File: src/logic/rv_pkg.sv
// load/store encodings
package rv_pkg;

  typedef logic [2:0] funct3_t;

  // access size taken from funct3[1:0] (byte, half, word, double)
  typedef logic [1:0] size_t;

  // load encodings
  localparam funct3_t FUNCT3_LB  = 3'b000;
  localparam funct3_t FUNCT3_LH  = 3'b001;
  localparam funct3_t FUNCT3_LW  = 3'b010;
  localparam funct3_t FUNCT3_LD  = 3'b011;
  localparam funct3_t FUNCT3_LBU = 3'b100;
  localparam funct3_t FUNCT3_LHU = 3'b101;
  localparam funct3_t FUNCT3_LWU = 3'b110;

  // stores reuse 0..3 (SB, SH, SW, SD) and never set bit 2

endpackage

File: src/logic/mem_pkg.sv
// memory geometry definitions
package mem_pkg;

  // byte address as seen by the core
  typedef logic [63:0] addr_t;

  // one RAM word of eight byte lanes
  typedef logic [63:0] word_t;

  // one enable bit per byte lane
  typedef logic [7:0] byte_mask_t;

  // byte position inside a word
  typedef logic [2:0] byte_off_t;

  // aligned word number counted from the window base
  typedef logic [63:0] word_index_t;

  // first byte of the RAM window
  localparam addr_t BASE_ADDR = 64'h8000_0000;

endpackage
File: src/logic/load_format.sv
// load data extension
`timescale 1ns/1ps

module load_format (
  input  logic            ren,
  input  rv_pkg::funct3_t funct3,
  input  mem_pkg::word_t  raw_data,
  output mem_pkg::word_t  rdata
);

  always_comb begin
    rdata = '0;
    if (ren) begin
      case (funct3)
        // signed loads
        rv_pkg::FUNCT3_LB:  rdata = {{56{raw_data[7]}}, raw_data[7:0]};
        rv_pkg::FUNCT3_LH:  rdata = {{48{raw_data[15]}}, raw_data[15:0]};
        rv_pkg::FUNCT3_LW:  rdata = {{32{raw_data[31]}}, raw_data[31:0]};
        rv_pkg::FUNCT3_LD:  rdata = raw_data;
        // unsigned loads
        rv_pkg::FUNCT3_LBU: rdata = {56'd0, raw_data[7:0]};
        rv_pkg::FUNCT3_LHU: rdata = {48'd0, raw_data[15:0]};
        rv_pkg::FUNCT3_LWU: rdata = {32'd0, raw_data[31:0]};
        default:            rdata = '0;
      endcase
    end
  end

endmodule

File: config.mk
export PLATFORM = sky130hd
export DESIGN_NAME = load_format
export DESIGN_NICKNAME = d
export VERILOG_FILES = /design/src/logic/rv_pkg.sv /design/src/logic/mem_pkg.sv /design/src/logic/load_format.sv
export SDC_FILE = /design/constraint.sdc
export NUM_CORES = 1
export LEC_CHECK = 0
export BUFFER_PORTS_ARGS = -buffer_cell sky130_fd_sc_hd__buf_4
export CORE_MARGIN = 2
export CORE_UTILIZATION = 34
export DETAILED_ROUTE_END_ITERATION = 10
export GPL_ROUTABILITY_DRIVEN = 0
export PLACE_DENSITY = 0.85
export SLEW_MARGIN = 15
export SYNTH_ARGS = -nofsm -noshare
export SYNTH_HDL_FRONTEND = slang
export SYNTH_SLANG_ARGS = --single-unit
File: constraint.sdc
create_clock -name vclk -period 1.45
set_input_delay 0.0725 -clock vclk [all_inputs]
set_output_delay 0.0725 -clock vclk [all_outputs]
set_load 0.02 [all_outputs]
## Word-level counts from Yosys, hierarchy flattened

Index checks and enable logic that the tools add are counted.
Widths: inputs -> output; s select.

- Bits in latches: 0
- Bits in read-only memories: 0
- Input bits: 68
- Logic and storage cells: 9
- Output and inout bits: 64
- Register bits after elaboration: 0
- Memories: 0
- RAM bits: 0

- Shift operators: 0
- Add/sub/neg operators: 0
- Div/mod/pow operators: 0
- Bitwise gates (word level): 0
- Eq/ne operators: 6
- $lt $le $gt $ge: 0
- Reductions and logical operators: 1
- Multipliers: 0
- Mux-type cells: 2

Operators by type and width:

| cell | number |
|---|---|
| $pmux 64 s7 | 1 |
| $mux 64 | 1 |
| $eq 3x3->1 const B | 3 |
| $eq 3x2->1 const B | 2 |
| $eq 3x1->1 const B | 1 |
| $logic_not 3->1 | 1 |

## Logic depth before layout (Yosys ltp)

Gate-level depths: netlist (run 1).

- Word-level depth: 3
- Gate-level depth with buffers: 5
- Mapped depth without buffers: 3

## Worst setup path after synthesis (run 1)

No wires, ideal clock.

- Path kind: input -> output
- From: input port funct3[1]
- To: output port rdata[10]
- Stages on the path: 4
- Slack: 193 ps
- Arrival: 1184 ps
- Path through: buf_6 -> or4b_4 -> buf_6 -> a21boi_1

- Longest elaborated chain between the ends: 3
- Elaborated cells between the ends (all ways): 9
- Those cells by class: eq/ne: 6; mux: 2; reduce/logical: 1

Ends and longest elaborated chain:

| element | line | source |
|---|---|---|
| from (decl) | load_format.sv:6 | `input rv_pkg::funct3_t funct3,` |
| $eq 3x3->1, or another cell as far along | load_format.sv:14 | `case (funct3)` |
| $pmux 64 s7 * | load_format.sv:14 |  |
| $mux 64 * | load_format.sv:13 | `if (ren) begin` |
| to (decl) | load_format.sv:8 | `output mem_pkg::word_t rdata` |

Mark *: on every way between the ends. The rest lies on a longest branch, timed or not.

## Final worst setup path (run 1)

- From: input port funct3[0]
- To: output port rdata[20]

The elaborated chain is that of the path after synthesis.

==> results of run 1 <==
## worst max-delay path: stages
cell and delay, ns:
buf_4 0.13, mux2i_1 0.12, or3_1 0.57, a21oi_1 0.24
buf_4 0.17
## logic make-up (layout without fill, tap and decap cells)
group                  after synthesis  in the layout  synth area share [%]
AO/OA/AOI/OAI                       97             97                  50.4
AND/OR/NAND/NOR                     64             64                  35.1
multiplexers                         1              1                 0.964
buffers and inverters               25            141                  13.6
## routing by layer
| layer | wire length (µm) | GRT usage [%] |
|---|---|---|
| met5 | 0 | 0 |
| met4 | 82 | 4.87 |
| met3 | 360 | 3.93 |
| met2 | 1960 | 40.0 |
| met1 | 1700 | 26.3 |
## worst paths after layout
| path | slack (ns) | from | endpoint |
|---|---|---|---|
| setup / recovery | 0.08 | funct3[0] | rdata[20] |
| hold / removal | 0.48 | raw_data[6] | rdata[6] |
## area by class of cell
class                           count  area [µm²]
Tap cell                           33        41.3
Multi-Input combinational cell    162         900
Fill cell                         288         966
Timing Repair Buffer              141        1070
## power by group
part	switching [µW]	internal, µW	total, µW
registers	0	0	0
clock network	0	0	0
logic	329	327	656
total	329	327	656
## through the flow
stage          hold slack [ns]  instances  power, µW  setup WS [ns]
2_1_floorplan            0.290        187        348          0.193
3_3_place_gp             0.482        336        650          0.133
3_5_place_dp             0.483        336        656         0.0807
4_1_cts                  0.483        336        658         0.0777
5_1_grt                  0.494        336        712         0.0129
6_report                 0.484        336        656         0.0840
## repair_timing
item | 4_1_cts | 5_1_grt
gates resized for setup | 0 | 1
setup buffers | 0 | 0
endpoints found under the setup margin | 0 | 1
hold endpoints to repair | 0 | 0
## cells in the final DEF (no fill, tap or decap), drive strengths merged
cell type,instances
a21boi,9
a21oi,48
and2,32
and3,8
buf,141
mux2i,1
nand2,17
nand2b,1
nand3,1
nor2b,2
o21ai,40
or2,1
or3,1
or4b,1
==> impl_metrics.json, run 1 <==
{
  "drt_iter0_markers": 65,
  "yosys-top-cells-area": "a21oi_1, and2_1, o21ai_0",
  "rsz0062_at_grt": "no",
  "finalWirelength_um": 4100,
  "final_max_slew_viol_count": 0,
  "die_area_um2": 3510,
  "avgSynthCellArea_um2": 5.55,
  "grt_pass1_vias": 1538,
  "core_um2": 2980,
  "setup_viol_count_final": 0,
  "chipWidth_um": 59.3,
  "grt_usage_pct": 21.9,
  "antenna_found_initial": 0,
  "n_sequential_cell": 0,
  "dp.final_hpwl_um": 3140,
  "netlist_area_um2": 1040,
  "synth_cell_type_count": 19,
  "yosysMostFrequentCell": "a21oi_1",
  "cp_max_fo": 16,
  "place_area_um2": 2010,
  "vias": 1705,
  "ir_drop_mv": 0.176,
  "fin_setup_tns_ns": 0,
  "cap_violations": 0,
  "powerDensity_nw_per_um2": 326,
  "whs_path_depth": 3,
  "yosysTopAreaCell": "a21oi_1",
  "viasPerCell": 5.07,
  "drc": 0,
  "seqCellArea_um2": 0,
  "relSlewSlack_pct": 62.9,
  "crit_type": "primary input to output port",
  "worst_pin_slew_ns": 0.556,
  "grt-ovfl-total": 0,
  "syn_inst": 187,
  "synth_nets": 255,
  "seq_area_frac_synth_pct": 0,
  "synth_top_area_share_pct": 21.7,
  "wl_per_cell_um": 12.2,
  "clkbuf_count": 0,
  "cp.required_ns": 1.38,
  "synth_top_cells_by_count": "a21oi_1, o21ai_0, and2_1",
  "grt_pass1_wl_um": 6420,
  "cts_hold_buf": 0,
  "critPathLaunchType": "primary input",
  "ys_warn_count": 0,
  "end_kind": "output port",
  "die_h_um": 59.3,
  "numPortBuffers": 132,
  "areaGrowthSynthToFinish_pct": 93.7,
  "hold_viol": 0,
  "layout.nets": 373,
  "drive_above_1_share_pct": 48.5,
  "status": "completed",
  "first_pass_iters": 4,
  "diodes": 0,
  "start_util_pct": 34.9,
  "io_pins": 132,
  "ant_nets": 0,
  "final_util_pct": 67.6,
  "row_count": 20,
  "min_period_ns": 1.37,
  "period_share_pct": 94.2,
  "crit_arrival_ns": 1.29,
  "leakagePower_uw": 0.00102,
  "fin_area_um2": 2010,
  "hp-class": "primary input to output port",
  "max_clock_freq_ghz": 0.732,
  "grt_max_degree": 33
}
(Power assumes the default switching activity.)
==> run 2, diff against run 1 <==
==> constraint.sdc (replaced) <==
create_clock -name vclk -period 1.45
set_input_delay 0.29 -clock vclk [all_inputs]
set_output_delay 0.29 -clock vclk [all_outputs]
set_load 0.02 [all_outputs]
==> run 2 against run 1 <==
  * The run now fails in clock tree synthesis (4_1_cts)
  * Synthesized area unchanged
  * Synthesized cell count unchanged
==> impl_metrics.json, run 2 <==
{
  "yosysTopAreaCell": "a21oi_1",
  "haltStage": "clock tree synthesis (4_1_cts)",
  "netlist_area_um2": 1040,
  "syn_inst": 187,
  "firstError": "[ERROR DPL-0033] detailed placement checks failed during check placement.",
  "synth_cell_type_count": 19,
  "start_util_pct": 34.9,
  "die_h_um": 59.3,
  "avgSynthCellArea_um2": 5.55,
  "seq_area_frac_synth_pct": 0,
  "dp.final_hpwl_um": 3740,
  "cts_hold_buf": 0,
  "yosysMostFrequentCell": "a21oi_1",
  "row_count": 20,
  "synthAdderAreaFrac_pct": 0,
  "synth_compound_area_share_pct": 50.4,
  "status": "stopped before the end",
  "synth_xor_area_share_pct": 0,
  "numPortBuffers": 132,
  "io_pins": 132,
  "post-cts-setup-buffer-count": 8,
  "yosys.area_share.simple_pct": 35.1,
  "ys_warn_count": 0,
  "yosys-top-cells-area": "a21oi_1, and2_1, o21ai_0",
  "synth_top_cells_by_count": "a21oi_1, o21ai_0, and2_1",
  "cts_resized": 75,
  "chipWidth_um": 59.3,
  "synth_nets": 255,
  "synth_top_family_by_area": "compound AO/OA/AOI/OAI gates",
  "synth_top_area_share_pct": 21.7,
  "dp.cells": 353,
  "synthMuxAreaShare_pct": 0.964
}
run 2: cell counts after synthesis:
Identical to the previous run, type by type.
run 2: per-stage QoR:
stage / worst slack [ns] / utilization, % / cell area, µm²
after global placement: -0.253 / 84.3 / 2510
after floorplan: -0.139 / - / 1340
after detailed placement: -0.279 / 84.3 / 2510
run 2: cell families after synthesis:
logic type             after synthesis
buffers and inverters               25
AOI/OAI and AO/OA                   97
muxes                                1
and+or+nand+nor                     64
==> run 3, diff against run 2 <==
- CORE_UTILIZATION: 34 -> 20
- PLACE_DENSITY: 0.85 -> not set
- PLACE_DENSITY_LB_ADDON: not set -> 0.15
==> run 3 against run 2 <==
  * The flow now finishes, with violations (negative setup slack)
==> impl_metrics.json, run 3 (synthesis gave the netlist of run 1 again) <==
{
  "hp-class": "primary input to output port",
  "clkbuf_count": 0,
  "start_util_pct": 20.5,
  "grt_util_met2_pct": 30.9,
  "dp.final_hpwl_um": 3650,
  "fin_area_um2": 3110,
  "seqCellArea_um2": 0,
  "crit_type": "primary input to output port",
  "areaGrowthSynthToFinish_pct": 200,
  "powerDensity_nw_per_um2": 331,
  "stdcell_count": 405,
  "grt-ovfl-total": 0,
  "n_sequential_cell": 0,
  "dp.cells": 390,
  "critPathLaunchType": "primary input",
  "ir_drop_mv": 0.144,
  "path_cells": "buf_12 > mux2i_2 > or2_4 > buf_12 > buf_16 > a21oi_2 > buf_4",
  "relSlewSlack_pct": 67.3,
  "drc": 0,
  "core_um2": 5070,
  "crit_arrival_ns": 1.41,
  "grt.busiest_layer": "met2",
  "cap_violations": 0,
  "min_period_ns": 1.70,
  "vias": 1879,
  "layout.nets": 405,
  "path_buf_inv": 4,
  "grt_max_degree": 33,
  "fin_ws_ns": -0.251,
  "cp_common_cell": "buf_12",
  "cp.required_ns": 1.16,
  "fillers": 474,
  "end_kind": "output port",
  "period_share_pct": 117,
  "numPortBuffers": 132,
  "mostFrequentLayoutCells": "buf_4, buf_6, and2_1",
  "multi_input_area_um2": 1340,
  "grt_pass1_vias": 1761,
  "met3_usage_pct": 2.61,
  "wl_per_cell_um": 14.0,
  "grt_pass1_wl_um": 8590,
  "violations": "negative setup slack",
  "cp_top_family": "buffers and inverters",
  "rsz0062_at_grt": "yes",
  "grt_usage_pct": 17.1,
  "row_count": 26,
  "final_common_cell": "buf_4",
  "setup_viol_count_final": 56,
  "final_util_pct": 61.3,
  "place_area_um2": 2520,
  "slowest_stage": "or2_4",
  "finalWirelength_um": 5660,
  "pre_cts_ws_ns": -0.282,
  "ant_nets": 0,
  "worst_pin_slew_ns": 0.489,
  "drt_iter0_markers": 66,
  "cts_hold_buf": 0,
  "met1_usage_pct": 22.4,
  "cp_max_fo": 8,
  "drive_above_1_share_pct": 69.9,
  "hold_viol": 0,
  "io_pins": 132,
  "chipWidth_um": 76.1,
  "antenna_found_initial": 0,
  "diodes": 0,
  "viasPerCell": 4.64,
  "max_clock_freq_ghz": 0.588,
  "final_max_slew_viol_count": 0,
  "die_area_um2": 5790,
  "die_h_um": 76.1,
  "status": "finished with violations",
  "leakagePower_uw": 0.00138,
  "first_pass_iters": 4,
  "slowest_delay_ns": 0.28
}
run 3: report_power, final:
group          total [µW]  switching [µW]  internal, µW
registers               0               0             0
clock network           0               0             0
logic                1030             477           554
run 3: layer usage:
layer,vias to the layer above,part of all wire [%]
li1,949,-
met1,852,41
met2,74,52
met3,4,5.9
met4,0,0.71
met5,-,0
run 3: cell type report:
class                           count  area share (%)
Multi-Input combinational cell    162            43.2
Timing Repair Buffer              173            54.0
Tap cell                           70            2.81
run 3: through the flow:
step	setup TNS, ns	total power, µW	hold slack [ns]
floorplan	-4.98	445	0.719
global placement	-10.57	810	0.917
detailed placement	-10.82	816	0.918
CTS	-11.74	999	0.918
global route	-12.89	1090	0.930
finish	-11.00	1030	0.918
run 3: worst paths after layout:
path,startpoint,to,slack [ns],cells past startpoint
setup / recovery,funct3[0],rdata[39],-0.25,7
hold / removal,raw_data[5],rdata[5],0.92,3
run 3: what timing repair did:
| item | CTS | global route |
|---|---|---|
| setup endpoints to repair | 56 | 56 |
| resized for setup | 75 | 41 |
| setup buffers | 9 | 3 |
| pin swaps | 22 | 16 |
| cloned | 6 | 1 |
run 3: tightest hold or removal path, cell delays in order:
cell,delay (ns)
buf_4,0.07
and3_1,0.13
buf_4,0.13
==> run 4, diff against run 3 <==
- clock period: 1.45 -> 1.5 ns (I/O delays scaled with it)
==> run 4 against run 3 <==
  * The run still ends with negative setup slack left
  * Via count shrank 3.8%
  * Worst hold slack gained 0.020 ns
  * Wire length shrank 4.0%
  * Cell count shrank 3.5%
  * Combinational power shrank 7%
  * Non-clock buffer count shrank 14
  * Critical path type unchanged
==> impl_metrics.json, run 4 (synthesis gave the netlist of run 1 again) <==
{
  "grt-ovfl-total": 0,
  "wl_per_cell_um": 13.9,
  "cp.required_ns": 1.20,
  "critPathLaunchType": "primary input",
  "stdcell_count": 391,
  "layout.nets": 391,
  "finalWirelength_um": 5430,
  "fillers": 514,
  "whs_ns": 0.937,
  "whs_path_depth": 3,
  "hp-class": "primary input to output port",
  "path_buf_inv": 2,
  "drc": 0,
  "first_pass_iters": 4,
  "cp_max_fo": 8,
  "slowest_stage": "or4b_4",
  "switching_share_pct": 46.7,
  "setup_viol_count_final": 64,
  "cap_violations": 0,
  "min_period_ns": 1.72,
  "total_power_uw": 954,
  "rsz0062_at_grt": "yes",
  "start_util_pct": 20.5,
  "fin_area_um2": 2970,
  "fin_setup_tns_ns": -9.85,
  "drive_above_1_share_pct": 69.5,
  "cp_top_family": "simple AND/OR/NAND/NOR gates",
  "n_sequential_cell": 0,
  "cp_num_cells": 4,
  "multi_input_area_um2": 1330,
  "grt_pass1_wl_um": 8310,
  "status": "finished with violations",
  "mostFrequentLayoutCells": "buf_4, and2_1, buf_6",
  "end_kind": "output port",
  "seqPwrFrac_pct": 0,
  "crit_arrival_ns": 1.42,
  "diodes": 0,
  "drt_iter0_markers": 31,
  "p_switching_uw": 445,
  "violations": "negative setup slack",
  "dp.final_hpwl_um": 3580,
  "max_clock_freq_ghz": 0.582,
  "path_cells": "buf_8 > or4b_4 > a21boi_4 > buf_6",
  "die_h_um": 76.1,
  "final_common_cell": "buf_4",
  "final_max_slew_viol_count": 0,
  "vias": 1808,
  "worst_pin_slew_ns": 0.425,
  "hold_viol": 0,
  "powerDensity_nw_per_um2": 321,
  "row_count": 26,
  "io_pins": 132,
  "pwr-share-comb_pct": 100.0,
  "areaGrowthSynthToFinish_pct": 186,
  "fin_ws_ns": -0.217,
  "chipWidth_um": 76.1,
  "viasPerCell": 4.62,
  "antenna_found_initial": 0,
  "place_area_um2": 2450,
  "grt_usage_pct": 16.5,
  "p_int_uw": 509,
  "dp.cells": 380,
  "p_clk_share_pct": 0,
  "relSlewSlack_pct": 71.6,
  "crit_type": "primary input to output port",
  "clkbuf_count": 0,
  "seqCellArea_um2": 0,
  "core_um2": 5070,
  "leakagePower_uw": 0.00131,
  "grt_max_degree": 30,
  "period_share_pct": 114,
  "ant_nets": 0,
  "slowest_delay_ns": 0.68,
  "ir_drop_mv": 0.155,
  "cts_hold_buf": 0,
  "grt_pass1_vias": 1693,
  "numPortBuffers": 132,
  "die_area_um2": 5790
}
run 4: power groups by stage:
stage	combinational (µW)	clock, µW	sequential, µW
3_5_place_dp	771	0	0
6_report	954	0	0
2_1_floorplan	426	0	0
3_3_place_gp	767	0	0
4_1_cts	910	0	0
5_1_grt	1010	0	0
run 4: path summary, 6_finish.rpt:
kind / end / slack (ns) / start
max: rdata[11] / -0.22 / funct3[0]
min: rdata[5] / 0.94 / raw_data[5]
run 4: per-layer routing:
layer	wire (µm)	GRT usage [%]	vias to the layer above
met1	2190	19.7	822
met5	0	0	-
met4	0	0.727	0
met2	2870	31.7	67
li1	-	-	919
met3	364	3.32	0
run 4: layout make-up:
type               count  area share [%]
multi-input cells    162            44.6
repair buffers       159            52.5
well taps             70            2.94
run 4: worst min-delay path, stage by stage:
cell,delay (ns)
buf_4,0.07
and3_1,0.13
buf_4,0.13
run 4: timing repair:
| action | CTS | global route |
|---|---|---|
| cloned | 6 | 1 |
| endpoints found under the setup margin | 64 | 64 |
| gates resized for setup | 51 | 41 |
| setup buffers | 4 | 1 |
| pin swaps | 9 | 14 |
run 4: stage by stage:
| step | worst slack [ns] | utilization [%] |
|---|---|---|
| global route | -0.237 | 58.6 |
| CTS | -0.228 | 55.5 |
| global placement | -0.221 | 48.3 |
| finish | -0.217 | 58.6 |
| detailed placement | -0.254 | 48.3 |
| floorplan | -0.109 | - |
