**src/logic/rv_pkg.sv**
```systemverilog
// load/store encodings
package rv_pkg;

  typedef logic [2:0] funct3_t;

  // access size taken from funct3[1:0] (byte, half, word, double)
  typedef logic [1:0] size_t;

  // load encodings
  localparam funct3_t FUNCT3_LB  = 3'b000;
  localparam funct3_t FUNCT3_LH  = 3'b001;
  localparam funct3_t FUNCT3_LW  = 3'b010;
  localparam funct3_t FUNCT3_LD  = 3'b011;
  localparam funct3_t FUNCT3_LBU = 3'b100;
  localparam funct3_t FUNCT3_LHU = 3'b101;
  localparam funct3_t FUNCT3_LWU = 3'b110;

  // stores reuse 0..3 (SB, SH, SW, SD) and never set bit 2

endpackage

```
**src/logic/mem_pkg.sv**
```systemverilog
// memory geometry definitions
package mem_pkg;

  // byte address as seen by the core
  typedef logic [63:0] addr_t;

  // one RAM word of eight byte lanes
  typedef logic [63:0] word_t;

  // one enable bit per byte lane
  typedef logic [7:0] byte_mask_t;

  // byte position inside a word
  typedef logic [2:0] byte_off_t;

  // aligned word number counted from the window base
  typedef logic [63:0] word_index_t;

  // first byte of the RAM window
  localparam addr_t BASE_ADDR = 64'h8000_0000;

endpackage
```
**src/logic/mem_access.sv**
```systemverilog
// access splitter and merger
`timescale 1ns/1ps

module mem_access #(
  parameter int RAM_WORDS = 256
) (
  input  logic                 clk,
  input  logic                 rst_n,
  input  logic                 req,
  input  logic                 we,
  input  mem_pkg::addr_t       addr,
  input  rv_pkg::funct3_t      funct3,
  input  mem_pkg::word_t       wdata,
  output logic                 busy,
  output logic                 done,
  output logic                 fault,
  output logic                 load_valid,
  output rv_pkg::funct3_t      fmt_funct3,
  output mem_pkg::word_t       raw_data,
  output logic                 ram_en,
  output logic                 ram_we,
  output mem_pkg::word_index_t ram_index,
  output mem_pkg::word_t       ram_wdata,
  output mem_pkg::byte_mask_t  ram_mask,
  input  mem_pkg::word_t       ram_rdata
);

  typedef enum logic [1:0] {IDLE, UNIT1, UNIT2, FINISH} state_t;

  // window size in bytes
  localparam mem_pkg::addr_t WIN_BYTES = mem_pkg::addr_t'(RAM_WORDS) << 3;

  state_t state;

  logic           accept;
  logic [3:0]     req_bytes;
  mem_pkg::addr_t req_rel;
  logic           req_straddle;
  logic           req_fault;

  // captured access
  logic                 we_q;
  logic                 fault_q;
  logic                 straddle_q;
  rv_pkg::funct3_t      funct3_q;
  mem_pkg::word_index_t index_q;
  mem_pkg::byte_off_t   off_q;
  mem_pkg::word_t       wdata_q;

  // read words with the low word first
  mem_pkg::word_t rd_lo;
  mem_pkg::word_t rd_hi;

  rv_pkg::size_t size_q;
  logic [7:0]    size_lanes;
  logic [15:0]   lanes_wide;
  logic [127:0]  wdata_wide;
  logic [127:0]  rdata_wide;
  logic [5:0]    bit_off;

  assign busy   = (state != IDLE) || done;
  assign accept = req && !busy;

  assign req_bytes    = 4'd1 << funct3[1:0];
  assign req_rel      = addr - mem_pkg::BASE_ADDR;
  assign req_straddle = ({1'b0, addr[2:0]} + req_bytes) > 4'd8;

  // outside the window or illegal for the direction
  assign req_fault = (addr < mem_pkg::BASE_ADDR)
                  || (req_rel > WIN_BYTES - mem_pkg::addr_t'(req_bytes))
                  || (!we && funct3 == 3'd7)
                  || (we && funct3[2]);

  always_ff @(posedge clk or negedge rst_n) begin
    if (!rst_n) begin
      state   <= IDLE;
      done    <= 1'b0;
      fault_q <= 1'b0;
    end else begin
      done <= 1'b0;
      case (state)
        IDLE: begin
          if (accept) begin
            fault_q <= req_fault;
            // faults skip the RAM entirely
            state   <= req_fault ? FINISH : UNIT1;
          end
        end
        UNIT1: state <= straddle_q ? UNIT2 : FINISH;
        UNIT2: state <= FINISH;
        FINISH: begin
          state <= IDLE;
          done  <= 1'b1;
        end
        default: state <= IDLE;
      endcase
    end
  end

  always_ff @(posedge clk) begin
    if (accept) begin
      we_q       <= we;
      funct3_q   <= funct3;
      index_q    <= req_rel >> 3;
      off_q      <= addr[2:0];
      straddle_q <= req_straddle;
      wdata_q    <= wdata;
    end
    // first word arrives while in UNIT2 on a straddle
    if (state == UNIT2) begin
      rd_lo <= ram_rdata;
    end
    if (state == FINISH) begin
      if (straddle_q) begin
        rd_hi <= ram_rdata;
      end else begin
        rd_lo <= ram_rdata;
      end
    end
  end

  assign size_q  = funct3_q[1:0];
  assign bit_off = {off_q, 3'b000};

  always_comb begin
    case (size_q)
      2'd0:    size_lanes = 8'h01;
      2'd1:    size_lanes = 8'h03;
      2'd2:    size_lanes = 8'h0f;
      default: size_lanes = 8'hff;
    endcase
  end

  // store data and lanes spread across two words
  assign lanes_wide = {8'h00, size_lanes} << off_q;
  assign wdata_wide = {64'd0, wdata_q} << bit_off;

  assign ram_en    = (state == UNIT1) || (state == UNIT2);
  assign ram_we    = ram_en && we_q;
  assign ram_index = (state == UNIT2) ? index_q + 1'b1 : index_q;
  assign ram_wdata = (state == UNIT2) ? wdata_wide[127:64] : wdata_wide[63:0];
  assign ram_mask  = (state == UNIT2) ? lanes_wide[15:8] : lanes_wide[7:0];

  // merge the two words and use the high one only on a straddle
  assign rdata_wide = {(straddle_q ? rd_hi : 64'd0), rd_lo} >> bit_off;
  assign raw_data   = rdata_wide[63:0];

  assign fault      = done && fault_q;
  assign load_valid = done && !we_q && !fault_q;
  assign fmt_funct3 = funct3_q;

  a_req_idle_only: assert property (
    @(posedge clk) disable iff (!rst_n) !(req && busy)
  );

  a_done_pulse: assert property (
    @(posedge clk) disable iff (!rst_n) done |=> !done
  );

  a_no_ram_in_idle: assert property (
    @(posedge clk) disable iff (!rst_n) (state == IDLE) |-> !ram_en
  );

endmodule

```
**config.mk**
```make
export PLATFORM = sky130hd
export DESIGN_NAME = mem_access
export DESIGN_NICKNAME = d
export VERILOG_FILES = /design/src/logic/rv_pkg.sv /design/src/logic/mem_pkg.sv /design/src/logic/mem_access.sv
export SDC_FILE = /design/constraint.sdc
export NUM_CORES = 1
export LEC_CHECK = 0
export ABC_AREA = 0
export BUFFER_PORTS_ARGS = -buffer_cell sky130_fd_sc_hd__buf_2
export CORE_ASPECT_RATIO = 1.75
export CORE_MARGIN = 10
export CORE_UTILIZATION = 54
export CTS_BUF_LIST = sky130_fd_sc_hd__clkbuf_4 sky130_fd_sc_hd__clkbuf_8 sky130_fd_sc_hd__clkbuf_16
export CTS_CLUSTER_DIAMETER = 80
export DETAILED_ROUTE_END_ITERATION = 10
export GPL_ROUTABILITY_DRIVEN = 0
export HOLD_SLACK_MARGIN = 0.02
export PLACE_DENSITY = 0.8
export RECOVER_POWER = 25
export SLEW_MARGIN = 0
export SYNTH_ARGS = -nofsm -noshare
export SYNTH_HDL_FRONTEND = slang
export SYNTH_SLANG_ARGS = --single-unit
```
**constraint.sdc**
```tcl
create_clock -name clk -period 5.1 [get_ports clk]
set_input_delay 1.02 -clock clk [delete_from_list [all_inputs] [get_ports clk]]
set_output_delay 1.02 -clock clk [all_outputs]
set_load 0.1 [all_outputs]
```
## Word-level counts from Yosys, hierarchy flattened

Cells that the tools add are included.

- Input bits: 199
- Register bits: 265
- Logic and storage cells: 63

- Equality and inequality tests: 7
- Reduce and logical (&&, ||, !) cells: 21
- Add/subtract/negate cells: 4
- Magnitude comparators: 3
- Mux-type cells: 13
- Shift operators: 4

Operators with widths:

| cell | count |
|---|---|
| 64-bit 2-to-1 mux | 5 |
| 64-bit by 6-bit left shift with 128-bit output | 1 |
| 128-bit by 6-bit right shift with 64-bit output | 1 |
| 64-bit greater-than comparator | 1 |
| 64-bit by 32-bit < comparator with 1-bit output, second input constant | 1 |
| 64-bit by 32-bit subtractor with 64-bit output, second input constant | 1 |
| 61-bit by 1-bit adder with 62-bit output, second input constant | 1 |
| 62-bit 2-to-1 mux | 1 |
| 8-bit one-hot mux with 3 select lines | 1 |
| 8-bit by 3-bit left shift with 16-bit output | 1 |
| 12-bit by 4-bit subtractor with 13-bit output, first input constant | 1 |
| 8-bit 2-to-1 mux | 1 |
| 2-bit one-hot mux with 4 select lines | 1 |
| 1-bit logical AND | 7 |
| 2-bit equality test, second input constant | 3 |
| 1-bit logical OR | 5 |
| 3-bit by 4-bit adder with 4-bit output | 1 |
| 2-bit by 1-bit equality test with 1-bit output, second input constant | 2 |
| 4-bit greater-than comparator, second input constant | 1 |
| 1-bit zero test | 4 |
| 2-bit zero test | 2 |
| 2-bit 2-to-1 mux | 2 |
| 2-bit AND reduction | 2 |
| 1-bit by 2-bit left shift with 4-bit output, first input constant | 1 |
| other kinds (4) | 5 |

## Logic depth before layout (Yosys ltp)

Gate-level depths: netlist (run 1).

- Word-level depth: 9
- Mapped depth: 11
- Mapped depth without buffers: 10

## Worst setup path after synthesis (run 1)

OpenSTA, ideal clock, no wires.

- Kind: flip-flop to output port
- Start: register off_q[0]
- End: output port ram_mask[2]
- Path slack: 21 ps
- Stages on the path, launching flop included: 9
- Arrival: 4059 ps
- Cell sequence: edfxtp_1 clkbuf_1 clkbuf_1 buf_1 buf_1 nand3_1 o21ai_0 a21boi_0 o21ai_0

- Cells in the longest elaborated chain, start to end: 2

RTL lines:

| what | RTL line | source |
|---|---|---|
| start, declared | mem_access.sv:47 | `mem_pkg::byte_off_t off_q;` |
| start signal, assigned | mem_access.sv:105 | `off_q <= addr[2:0];` |
| 8-bit by 3-bit left shift with 16-bit output | mem_access.sv:135 | `assign lanes_wide = {8'h00, size_lanes} << off_q;` |
| 8-bit 2-to-1 mux | mem_access.sv:142 | `assign ram_mask = (state == UNIT2) ? lanes_wide[15:8] : lanes_wide[7:0];` |
| end, declared | mem_access.sv:24 | `output mem_pkg::byte_mask_t ram_mask,` |

Every way passes these cells.

## Final worst setup path (run 1)

- Start: register state[0]
- End: output port ram_index[59]

- Cells in the longest elaborated chain, start to end: 2

RTL lines:

| what | RTL line | source |
|---|---|---|
| start, declared | mem_access.sv:33 | `state_t state;` |
| start signal, assigned | mem_access.sv:86 | `state <= req_fault ? FINISH : UNIT1;` |
| start signal, assigned | mem_access.sv:89 | `UNIT1: state <= straddle_q ? UNIT2 : FINISH;` |
| 2-bit equality test | mem_access.sv:140 | `assign ram_index = (state == UNIT2) ? index_q + 1'b1 : index_q;` |
| 62-bit 2-to-1 mux | mem_access.sv:140 |  |
| end, declared | mem_access.sv:22 | `output mem_pkg::word_index_t ram_index,` |

Every way passes these cells.

==> results_dict.tcl, run 1 <==
set metrics [dict create \
    status "finished clean" \
    max_freq_ghz 0.208 \
    synthFlopType "edfxtp_1" \
    cts.htree.levels 1 \
    path_buf_inv 2 \
    clk_latency_ns 0.56 \
    power.density_nw_per_um2 674 \
    synth_area_leader_cell "edfxtp_1" \
    dieArea_um2 36900 \
    drt-initial-drc-count 1084 \
    cp_max_fo 14 \
    fin_crit_ns 4.81 \
    viasPerCell 6.21 \
    worst_ep_required_time_ns 4.08 \
    cts_root_buffer "clkbuf_16" \
    wirelength_mm 56.2 \
    layout.cells.non_filler 2369 \
    cts-resized-gates 0 \
    area_growth_pct 22.0 \
    track_usage_pct 28.8 \
    crit_family "simple AND/OR/NAND/NOR gates" \
    port_buffers 405 \
    yosys_warnings 0 \
    cts.sinks 257 \
    wl_per_cell_um 23.7 \
    fin_util_pct 66.3 \
    tightestPinTransition_ns 1.06 \
    hold_buffers 0 \
    grt_remaining_overflow 0 \
    drive_above_1_share_pct 29.0 \
    critPathLaunchType "flip-flop" \
    ant_nets 0 \
    io_pins 408 \
    tns_ns 0 \
    synth.distinct_cells 66 \
    die_h_um 247 \
    hold_viol 0 \
    fp-row-count 83 \
    grt_pass1_wl_mm 82.7 \
    antenna_found_initial 10 \
    worstSetupPathType "reg -> out" \
    dr.pass1.iters 5 \
    holdWs_ns 0.327 \
    setup_viol 0 \
    maxSlewHeadroom_pct 29.3 \
    yosys_register_bits 257 \
    end_kind "primary output" \
    synthesis.area_um2 15900 \
    slowest_stage "or4_1" \
    start_util_pct 54.3 \
    power_leakage_nw 7.69 \
    syn_inst 1600 \
    die_w_um 150 \
    clk_pin_slew_ns 0.07 \
    grt_max_degree 124 \
    first_global_vias 15055 \
    nets 2175 \
    dpl.cell_count 2312 \
    hold_path_class "in -> async" \
    yosys.area.top_type_share_pct 35.8 \
    layout_commonest_cell "buf_2" \
    skew_ns 0.0220 \
    synth_area_leaders "edfxtp_1 36%, mux2_2 11%, dfxtp_1 8.1%, mux2i_1 6.1%, nand2_1 4.1%" \
    numCtsBuffers 26 \
    dpl.hpwl_mm 42.3 \
    syn_area_per_cell_um2 9.91 \
    async_flop_share_pct 1.56 \
    cts_tree "done" \
    rsz0062_at_grt "no" \
    drv_cap 0 \
    final_cell_mix "305 x buf_2, 189 x edfxtp_1, 174 x nand2_1" \
    synth_seq_area_share_pct 44.5 \
    drc 0 \
    cp.arrival_ns 3.79 \
    coreArea_um2 29200 \
    synth_edf_count 189 \
    timing.final.crit_share_pct 94.3 \
    dr_total_vias 14722 \
    slowest_delay_ns 0.59 \
    cts_setup_buffers 0 \
    clk_path_buf_depth 3 \
    drv_slew 0 \
    cp_cell_sequence "inv_1, ha_4, nand3_1, nor2_1, nand2_1, or4_1, nor3_1, nand4_1, xnor2_1, buf_12" \
    vdd_drop_max_uv 539 \
]
[worst reg2reg max path, delay by kind of cell, from the launching register on]
kind | cells | cell delay (ns)
muxes | 1 | 0.47
AOI/OAI and AO/OA | 1 | 0.25
DFF | 1 | 0.71
buffers and inverters | 2 | 1.33
[power breakdown]
part	total (mW)	internal, mW	switching, mW	leakage [nW]
clock network	2.14	1.30	0.844	0.465
registers	3.25	2.85	0.404	2.31
logic	7.65	1.73	5.92	4.91
[synthesized netlist by cell type, drive strengths merged, types with 7 or more instances]
| library cell | count |
|---|---|
| a31oi | 21 |
| clkbuf | 81 |
| mux2i | 96 |
| nor3 | 20 |
| nor2b | 18 |
| a21oi | 110 |
| o22ai | 35 |
| nor2 | 140 |
| a211oi | 17 |
| xnor2 | 51 |
| dfxtp | 64 |
| o22a | 8 |
| or3 | 11 |
| and2 | 16 |
| mux4 | 8 |
| buf | 26 |
| nand2 | 174 |
| edfxtp | 189 |
| nor4 | 23 |
| mux2 | 152 |
| xor2 | 38 |
| o31ai | 9 |
| a22oi | 17 |
| o21a | 9 |
| nand4 | 17 |
| nand3 | 36 |
| ha | 17 |
| a22o | 8 |
| inv | 36 |
| or4 | 7 |
| o2bb2ai | 7 |
| o21ai | 77 |
[sequential cells by signal, indices dropped and copies added (netlist names)]
signal      cells
rd_hi          56
straddle_q      1
fmt_funct3      3
wdata_q        64
off_q           3
we_q            1
done            1
fault_q         1
rd_lo          64
state           2
index_q        61
[cells by family (layout without fill, tap and decap cells)]
| group | Yosys count | count (layout) | share of synthesized area [%] |
|---|---|---|---|
| adders and majority gates | 18 | 18 | 1.47 |
| DFF | 257 | 257 | 44.5 |
| AOI/OAI and AO/OA | 343 | 343 | 13.2 |
| and+or+nand+nor | 490 | 490 | 14.3 |
| xor gates and xnor gates | 89 | 89 | 4.96 |
| muxes | 256 | 256 | 18.0 |
| other | 2 | 15 | 0.0474 |
| buffers and inverters | 145 | 519 | 3.50 |
[metal layers]
metal	part of all wire, %	track usage, %	up-vias	wire length [um]
met5	0.023	0	-	13
met3	9.0	6.37	230	5040
li1	-	-	6614	-
met2	52	52.7	894	29300
met1	32	28.5	6982	18200
met4	6.6	18.4	2	3720
[final timing paths]
kind,to,slack [ns],cells past startpoint,start
max,ram_index[59],0.29,10,state[0]
min,done,0.33,1,rst_n
max reg2reg,rd_lo[59],2.24,4,straddle_q
min reg2reg,rd_lo[5],0.47,1,rd_lo[5]
max in group asynchronous,state[0],4.54,1,rst_n
min in group clk,rd_lo[5],0.47,1,rd_lo[5]
[layout make-up]
| class | count | area [um2] |
|---|---|---|
| tap | 382 | 478 |
| multi-input combinational | 1202 | 8300 |
| timing repair buffer | 433 | 2380 |
| clock buffer | 30 | 704 |
| clock inverter | 18 | 255 |
| antenna | 9 | 22.5 |
| inverter | 38 | 146 |
| fill | 2268 | 9840 |
| sequential | 257 | 7060 |
[stage by stage]
step	total power [mW]	setup slack [ns]	cell area, um2
2_1_floorplan	9.33	0.0213	15900
5_1_grt	13.5	0.103	19300
6_report	13.0	0.291	19300
3_5_place_dp	10.9	0.613	18500
3_3_place_gp	10.8	0.682	18500
4_1_cts	13.0	0.293	19400
Power figures use the tool's default switching activity.
==> inputs of run 2 (changes only) <==
- ABC_AREA: 0 -> 1
- CORE_UTILIZATION: 54 -> 55
- PLACE_DENSITY: 0.8 -> 0.81
==> results_dict.tcl, run 2 <==
set metrics [dict create \
    tns_ns 0 \
    dr.pass1.iters 7 \
    hold_path_class "in -> async" \
    grt_pass1_wl_mm 97.7 \
    syn_inst 2262 \
    synth.most_common_cell "nand2_1" \
    grt_remaining_overflow 0 \
    r2r-end "rd_lo[6]" \
    cts.htree.levels 1 \
    synth_area_leader_cell "edfxtp_1" \
    maxSlewHeadroom_pct 36.9 \
    pwr-share-comb_pct 62.6 \
    skew_ns 0.0203 \
    fin_crit_ns 4.47 \
    timing.final.crit_share_pct 87.6 \
    clkPwrFrac_pct 13.7 \
    fillers 2511 \
    drt-initial-drc-count 2161 \
    top_regs "rd_lo: 64 flops, wdata_q: 64 flops, index_q: 61 flops" \
    worst_ep_required_time_ns 4.08 \
    dpl.cell_count 2968 \
    gr-max-usage-layer "met2" \
    die_h_um 251 \
    timing.critical_path.from "state[0]" \
    hold_viol 0 \
    synth_edf_count 189 \
    worstSetupPathType "reg -> out" \
    synthesis.area_um2 16700 \
    layout_commonest_cell "nand2_1" \
    status "finished clean" \
    clk_latency_ns 0.57 \
    cts.sinks 257 \
    cts_root_buffer "clkbuf_16" \
    synth_area_leaders "edfxtp_1 34%, nand2_1 15%, o21ai_0 7.8%, dfxtp_1 7.7%, inv_1 5.6%" \
    intPower_mw 5.73 \
    ant_nets 0 \
    drc 0 \
    cts-resized-gates 0 \
    wl_per_cell_um 21.4 \
    power.density_nw_per_um2 656 \
    nets 2825 \
    synthFlopType "edfxtp_1" \
    vdd_drop_max_uv 576 \
    clk_pin_slew_ns 0.07 \
    tightestPinTransition_ns 0.947 \
    layout.cells.non_filler 3028 \
    fp-row-count 84 \
    clk_path_buf_depth 3 \
    yosys_register_bits 257 \
    p_sw_share_pct 57.6 \
    die_w_um 152 \
    reg2reg_depth 6 \
    hold_buffers 0 \
    r2r_slack_ns 2.23 \
    dr_total_vias 17890 \
    syn_area_per_cell_um2 7.40 \
    cp_max_fo 10 \
    gr-usage-met1_pct 34.3 \
    port_buffers 405 \
    wirelength_mm 64.8 \
    power_leakage_nw 8.87 \
    cts_setup_buffers 0 \
    yosys.area.top_type_share_pct 33.9 \
    drive_above_1_share_pct 17.7 \
    coreArea_um2 30100 \
    start_util_pct 55.7 \
    final_cell_mix "690 x nand2_1, 260 x o21ai_0, 257 x buf_2" \
    viasPerCell 5.91 \
    rsz0062_at_grt "no" \
    synth.distinct_cells 56 \
    end_kind "primary output" \
    track_usage_pct 32.1 \
    first_global_vias 17303 \
    cp.arrival_ns 3.45 \
    worstReg2RegStart "state[0]" \
    critPathLaunchType "flip-flop" \
    crit_path_end "ram_index[34]" \
    grt_max_degree 153 \
    grtUsageMet2_pct 55.4 \
    drv_slew 0 \
    yosys_warnings 0 \
    numCtsBuffers 25 \
    io_pins 408 \
    dpl.hpwl_mm 49.6 \
    use_met3_pct 6.58 \
    synth_seq_area_share_pct 42.2 \
    antenna_found_initial 22 \
    max_freq_ghz 0.224 \
    yosys-top-cells-count "690 x nand2_1, 260 x o21ai_0, 248 x inv_1" \
    dieArea_um2 38100 \
    drv_cap 0 \
    area_growth_pct 23.2 \
    setup_viol 0 \
    async_flop_share_pct 1.56 \
    power_switching_mw 7.80 \
    p_seq_share_pct 23.7 \
    cts_tree "done" \
]
## run 2: cell families (layout without fill, tap and decap cells)
logic type               after synthesis  in the layout  synth area share, %
AND/OR/NAND/NOR                     1064           1064                 27.1
XOR/XNOR                              64             64                 3.35
AO/OA/AOI/OAI                        466            466                 16.1
adder cells (fa/ha/maj)               18             18                 1.39
flip-flops                           257            257                 42.2
other                                  2             20               0.0449
buffers and inverters                369            730                 8.48
multiplexers                          22             22                 1.41
## run 2: through the flow
stage / hold slack (ns) / power [mW] / utilization, % / area, um2 / worst slack [ns]
6_report: 0.296 / 13.5 / 68.6 / 20600 / 0.632
5_1_grt: 0.305 / 14.0 / 68.5 / 20600 / 0.363
4_1_cts: 0.246 / 13.5 / 68.9 / 20700 / 0.608
3_5_place_dp: 0.475 / 11.6 / 66.2 / 19900 / 1.23
3_3_place_gp: 0.462 / 11.5 / 66.2 / 19900 / 1.26
2_1_floorplan: 0.449 / 9.31 / - / 16700 / 0.429
## run 2: metal layers
metal  vias to the layer above  share of wire, %
met5                         -              0.13
met4                        14               7.9
met3                       317                10
met2                      1284                49
met1                      8036                33
li1                       8239                 -
## run 2: power groups by stage
stage / sequential (mW) / combinational (mW) / clock, mW
2_1_floorplan: 3.18 / 6.13 / 0
3_3_place_gp: 3.20 / 8.30 / 0
3_5_place_dp: 3.22 / 8.39 / 0
4_1_cts: 3.18 / 8.42 / 1.86
5_1_grt: 3.24 / 8.82 / 1.95
6_report: 3.20 / 8.47 / 1.85
## run 2: final cells by class
| class | count | area (um2) | area share (%) |
|---|---|---|---|
| diodes | 14 | 35.0 | 0.170 |
| flip-flops and latches | 257 | 7060 | 34.2 |
| repair buffers | 429 | 3010 | 14.6 |
| clock inverters | 17 | 131 | 0.637 |
| inverters | 255 | 960 | 4.66 |
| clock buffers | 29 | 668 | 3.24 |
| multi-input cells | 1640 | 8270 | 40.1 |
| well taps | 387 | 484 | 2.35 |
## run 2: worst max-delay path: stages, from the launching register on
cell,delay (ns)
dfrtp_1,0.40
inv_1,0.15
ha_1,0.47
inv_2,0.22
nor2_1,0.20
inv_1,0.10
nor2_2,0.14
inv_1,0.08
nor2_2,0.14
nand2_1,0.17
nor2_1,0.19
xor2_1,0.16
buf_2,0.44
## run 2: worst min-delay path by stage
| stage | depth (start not counted) | slack (ns) | start | end |
|---|---|---|---|---|
| floorplan | 2 | 0.45 | rd_lo[1] | rd_lo[1] |
| global placement | 1 | 0.46 | rd_lo[0] | rd_lo[0] |
| detailed placement | 2 | 0.48 | rd_lo[2] | rd_lo[2] |
| CTS | 1 | 0.25 | rst_n | fault_q |
| global route | 1 | 0.30 | rst_n | fault_q |
| finish | 1 | 0.30 | rst_n | fault_q |
==> inputs of run 3 (changes only) <==
- CORE_UTILIZATION: 55 -> 48
- PLACE_DENSITY: 0.81 -> 0.72
==> results_dict.tcl, run 3 (same netlist as run 2, synthesis figures left out) <==
set metrics [dict create \
    status "finished clean" \
    hold_buffers 0 \
    final_cell_mix "690 x nand2_1, 260 x o21ai_0, 259 x buf_2" \
    grt_remaining_overflow 0 \
    clk_pin_slew_ns 0.06 \
    wirelength_mm 64.8 \
    top_regs "rd_lo: 64 flops, wdata_q: 64 flops, index_q: 61 flops" \
    area_growth_pct 24.0 \
    io_pins 408 \
    dpl_worst_slack_ns 1.16 \
    die_w_um 161 \
    cts-resized-gates 0 \
    totalPowerFinal_mw 13.6 \
    cp.arrival_ns 3.54 \
    worstSetupPathType "reg -> out" \
    fillers 3186 \
    dpl.hpwl_mm 50.6 \
    layout_commonest_cell "nand2_1" \
    wl_per_cell_um 20.9 \
    r2r_slack_ns 2.39 \
    fin_crit_ns 4.56 \
    crit_top_cell "inv_1" \
    antenna_found_initial 19 \
    cp_cell_sequence "inv_1, ha_1, inv_2, nor2_1, inv_1, nor2_2, inv_1, nor2_2, nand2_1, nor2_1, xor2_1, buf_2" \
    hold_viol 0 \
    grt_max_degree 101 \
    drc 0 \
    start_util_pct 48.6 \
    die_h_um 267 \
    maxSlewHeadroom_pct 33.3 \
    grt_pass1_wl_mm 96.6 \
    cts.htree.levels 1 \
    r2r-end "rd_lo[6]" \
    end_kind "primary output" \
    power_leakage_nw 8.93 \
    worst_ep_required_time_ns 4.08 \
    crit_family "buffers and inverters" \
    clk_path_buf_depth 3 \
    cts_tree "done" \
    ant_nets 0 \
    drv_cap 0 \
    coreArea_um2 34500 \
    track_usage_pct 28.5 \
    vdd_drop_max_uv 422 \
    port_buffers 405 \
    drive_above_1_share_pct 17.9 \
    tightestPinTransition_ns 1.00 \
    first_global_vias 16754 \
    clk_latency_ns 0.56 \
    dr_total_vias 17518 \
    slowest_stage "ha_1" \
    worstReg2RegStart "state[0]" \
    cts_setup_buffers 0 \
    tns_ns 0 \
    path_buf_inv 5 \
    rsz0062_at_grt "no" \
    fp-row-count 90 \
    timing.final.crit_share_pct 89.5 \
    cts.sinks 257 \
    critPathLaunchType "flip-flop" \
    reg2reg_depth 6 \
    hold_path_class "in -> async" \
    max_freq_ghz 0.219 \
    cp_max_fo 10 \
    cts_root_buffer "clkbuf_16" \
    slowest_delay_ns 0.51 \
    numCtsBuffers 26 \
    skew_ns 0.0263 \
    dieArea_um2 43000 \
    drt-initial-drc-count 1826 \
    viasPerCell 5.65 \
    dr.pass1.iters 8 \
    power.density_nw_per_um2 656 \
    nets 2830 \
    drv_slew 0 \
    fin_ws_ns 0.537 \
    setup_viol 0 \
]
run 3: changes by cell type in the layout (fill, tap and decap cells not counted):
cell        change
buf_12          -2
clkinvlp_4      -2
clkbuf_4        +2
clkinv_2        -1
clkbuf_8        +1
clkinv_1        +1
buf_1           -2
clkinv_4        -1
diode_2         -5
clkbuf_16       +2
buf_2           +2
buf_4           +6
run 3: worst max-delay path by stage:
| stage | to | startpoint | cells past startpoint | slack [ns] |
|---|---|---|---|---|
| floorplan | ram_mask[1] | fmt_funct3[1] | 2 | 0.43 |
| global placement | ram_index[34] | state[0] | 12 | 1.23 |
| detailed placement | ram_index[34] | state[0] | 12 | 1.16 |
| CTS | ram_index[34] | state[0] | 12 | 0.52 |
| global route | ram_index[34] | state[0] | 12 | 0.32 |
| finish | ram_index[34] | state[0] | 12 | 0.54 |
run 3: final cells by class:
class | instances | area, um2 | share of cell area (%)
Multi-Input combinational cell | 1640 | 8270 | 39.8
Sequential cell | 257 | 7060 | 34.0
Timing Repair Buffer | 433 | 3010 | 14.5
Inverter | 255 | 960 | 4.62
Clock buffer | 34 | 747 | 3.60
Tap cell | 460 | 576 | 2.77
Clock inverter | 14 | 106 | 0.513
Antenna cell | 9 | 22.5 | 0.109
run 3: worst reg2reg max path, cell delays in order (launching register included):
cell     delay, ns
dfrtp_1       0.40
inv_1         0.16
ha_1          0.51
inv_2         0.24
nand2_4       0.46
buf_4         0.44
mux2_2        0.39
run 3: power by group:
| part | internal (mW) | leakage [nW] | switching, mW |
|---|---|---|---|
| combinational | 1.87 | 6.18 | 6.59 |
| clock | 1.09 | 0.433 | 0.846 |
| sequential | 2.87 | 2.31 | 0.350 |
| total | 5.82 | 8.93 | 7.79 |
run 3: routing by layer:
metal | up-vias | GRT usage [%] | part of all wire, %
met5 | - | 0 | 0.17
met4 | 16 | 19.4 | 7.3
met3 | 250 | 6.05 | 8.9
met2 | 1084 | 49.0 | 49
met1 | 7938 | 30.9 | 35
li1 | 8230 | - | -
run 3: stage by stage:
step                      cells  instance area [um2]  utilization, %  hold slack (ns)
after detailed placement   3045                20000            58.0            0.475
after floorplan            2266                16700               -            0.449
final                      3102                20800            60.2            0.287
after global placement     3045                20000            58.0            0.461
after CTS                  3093                20900            60.5            0.241
after global routing       3102                20800            60.2            0.307
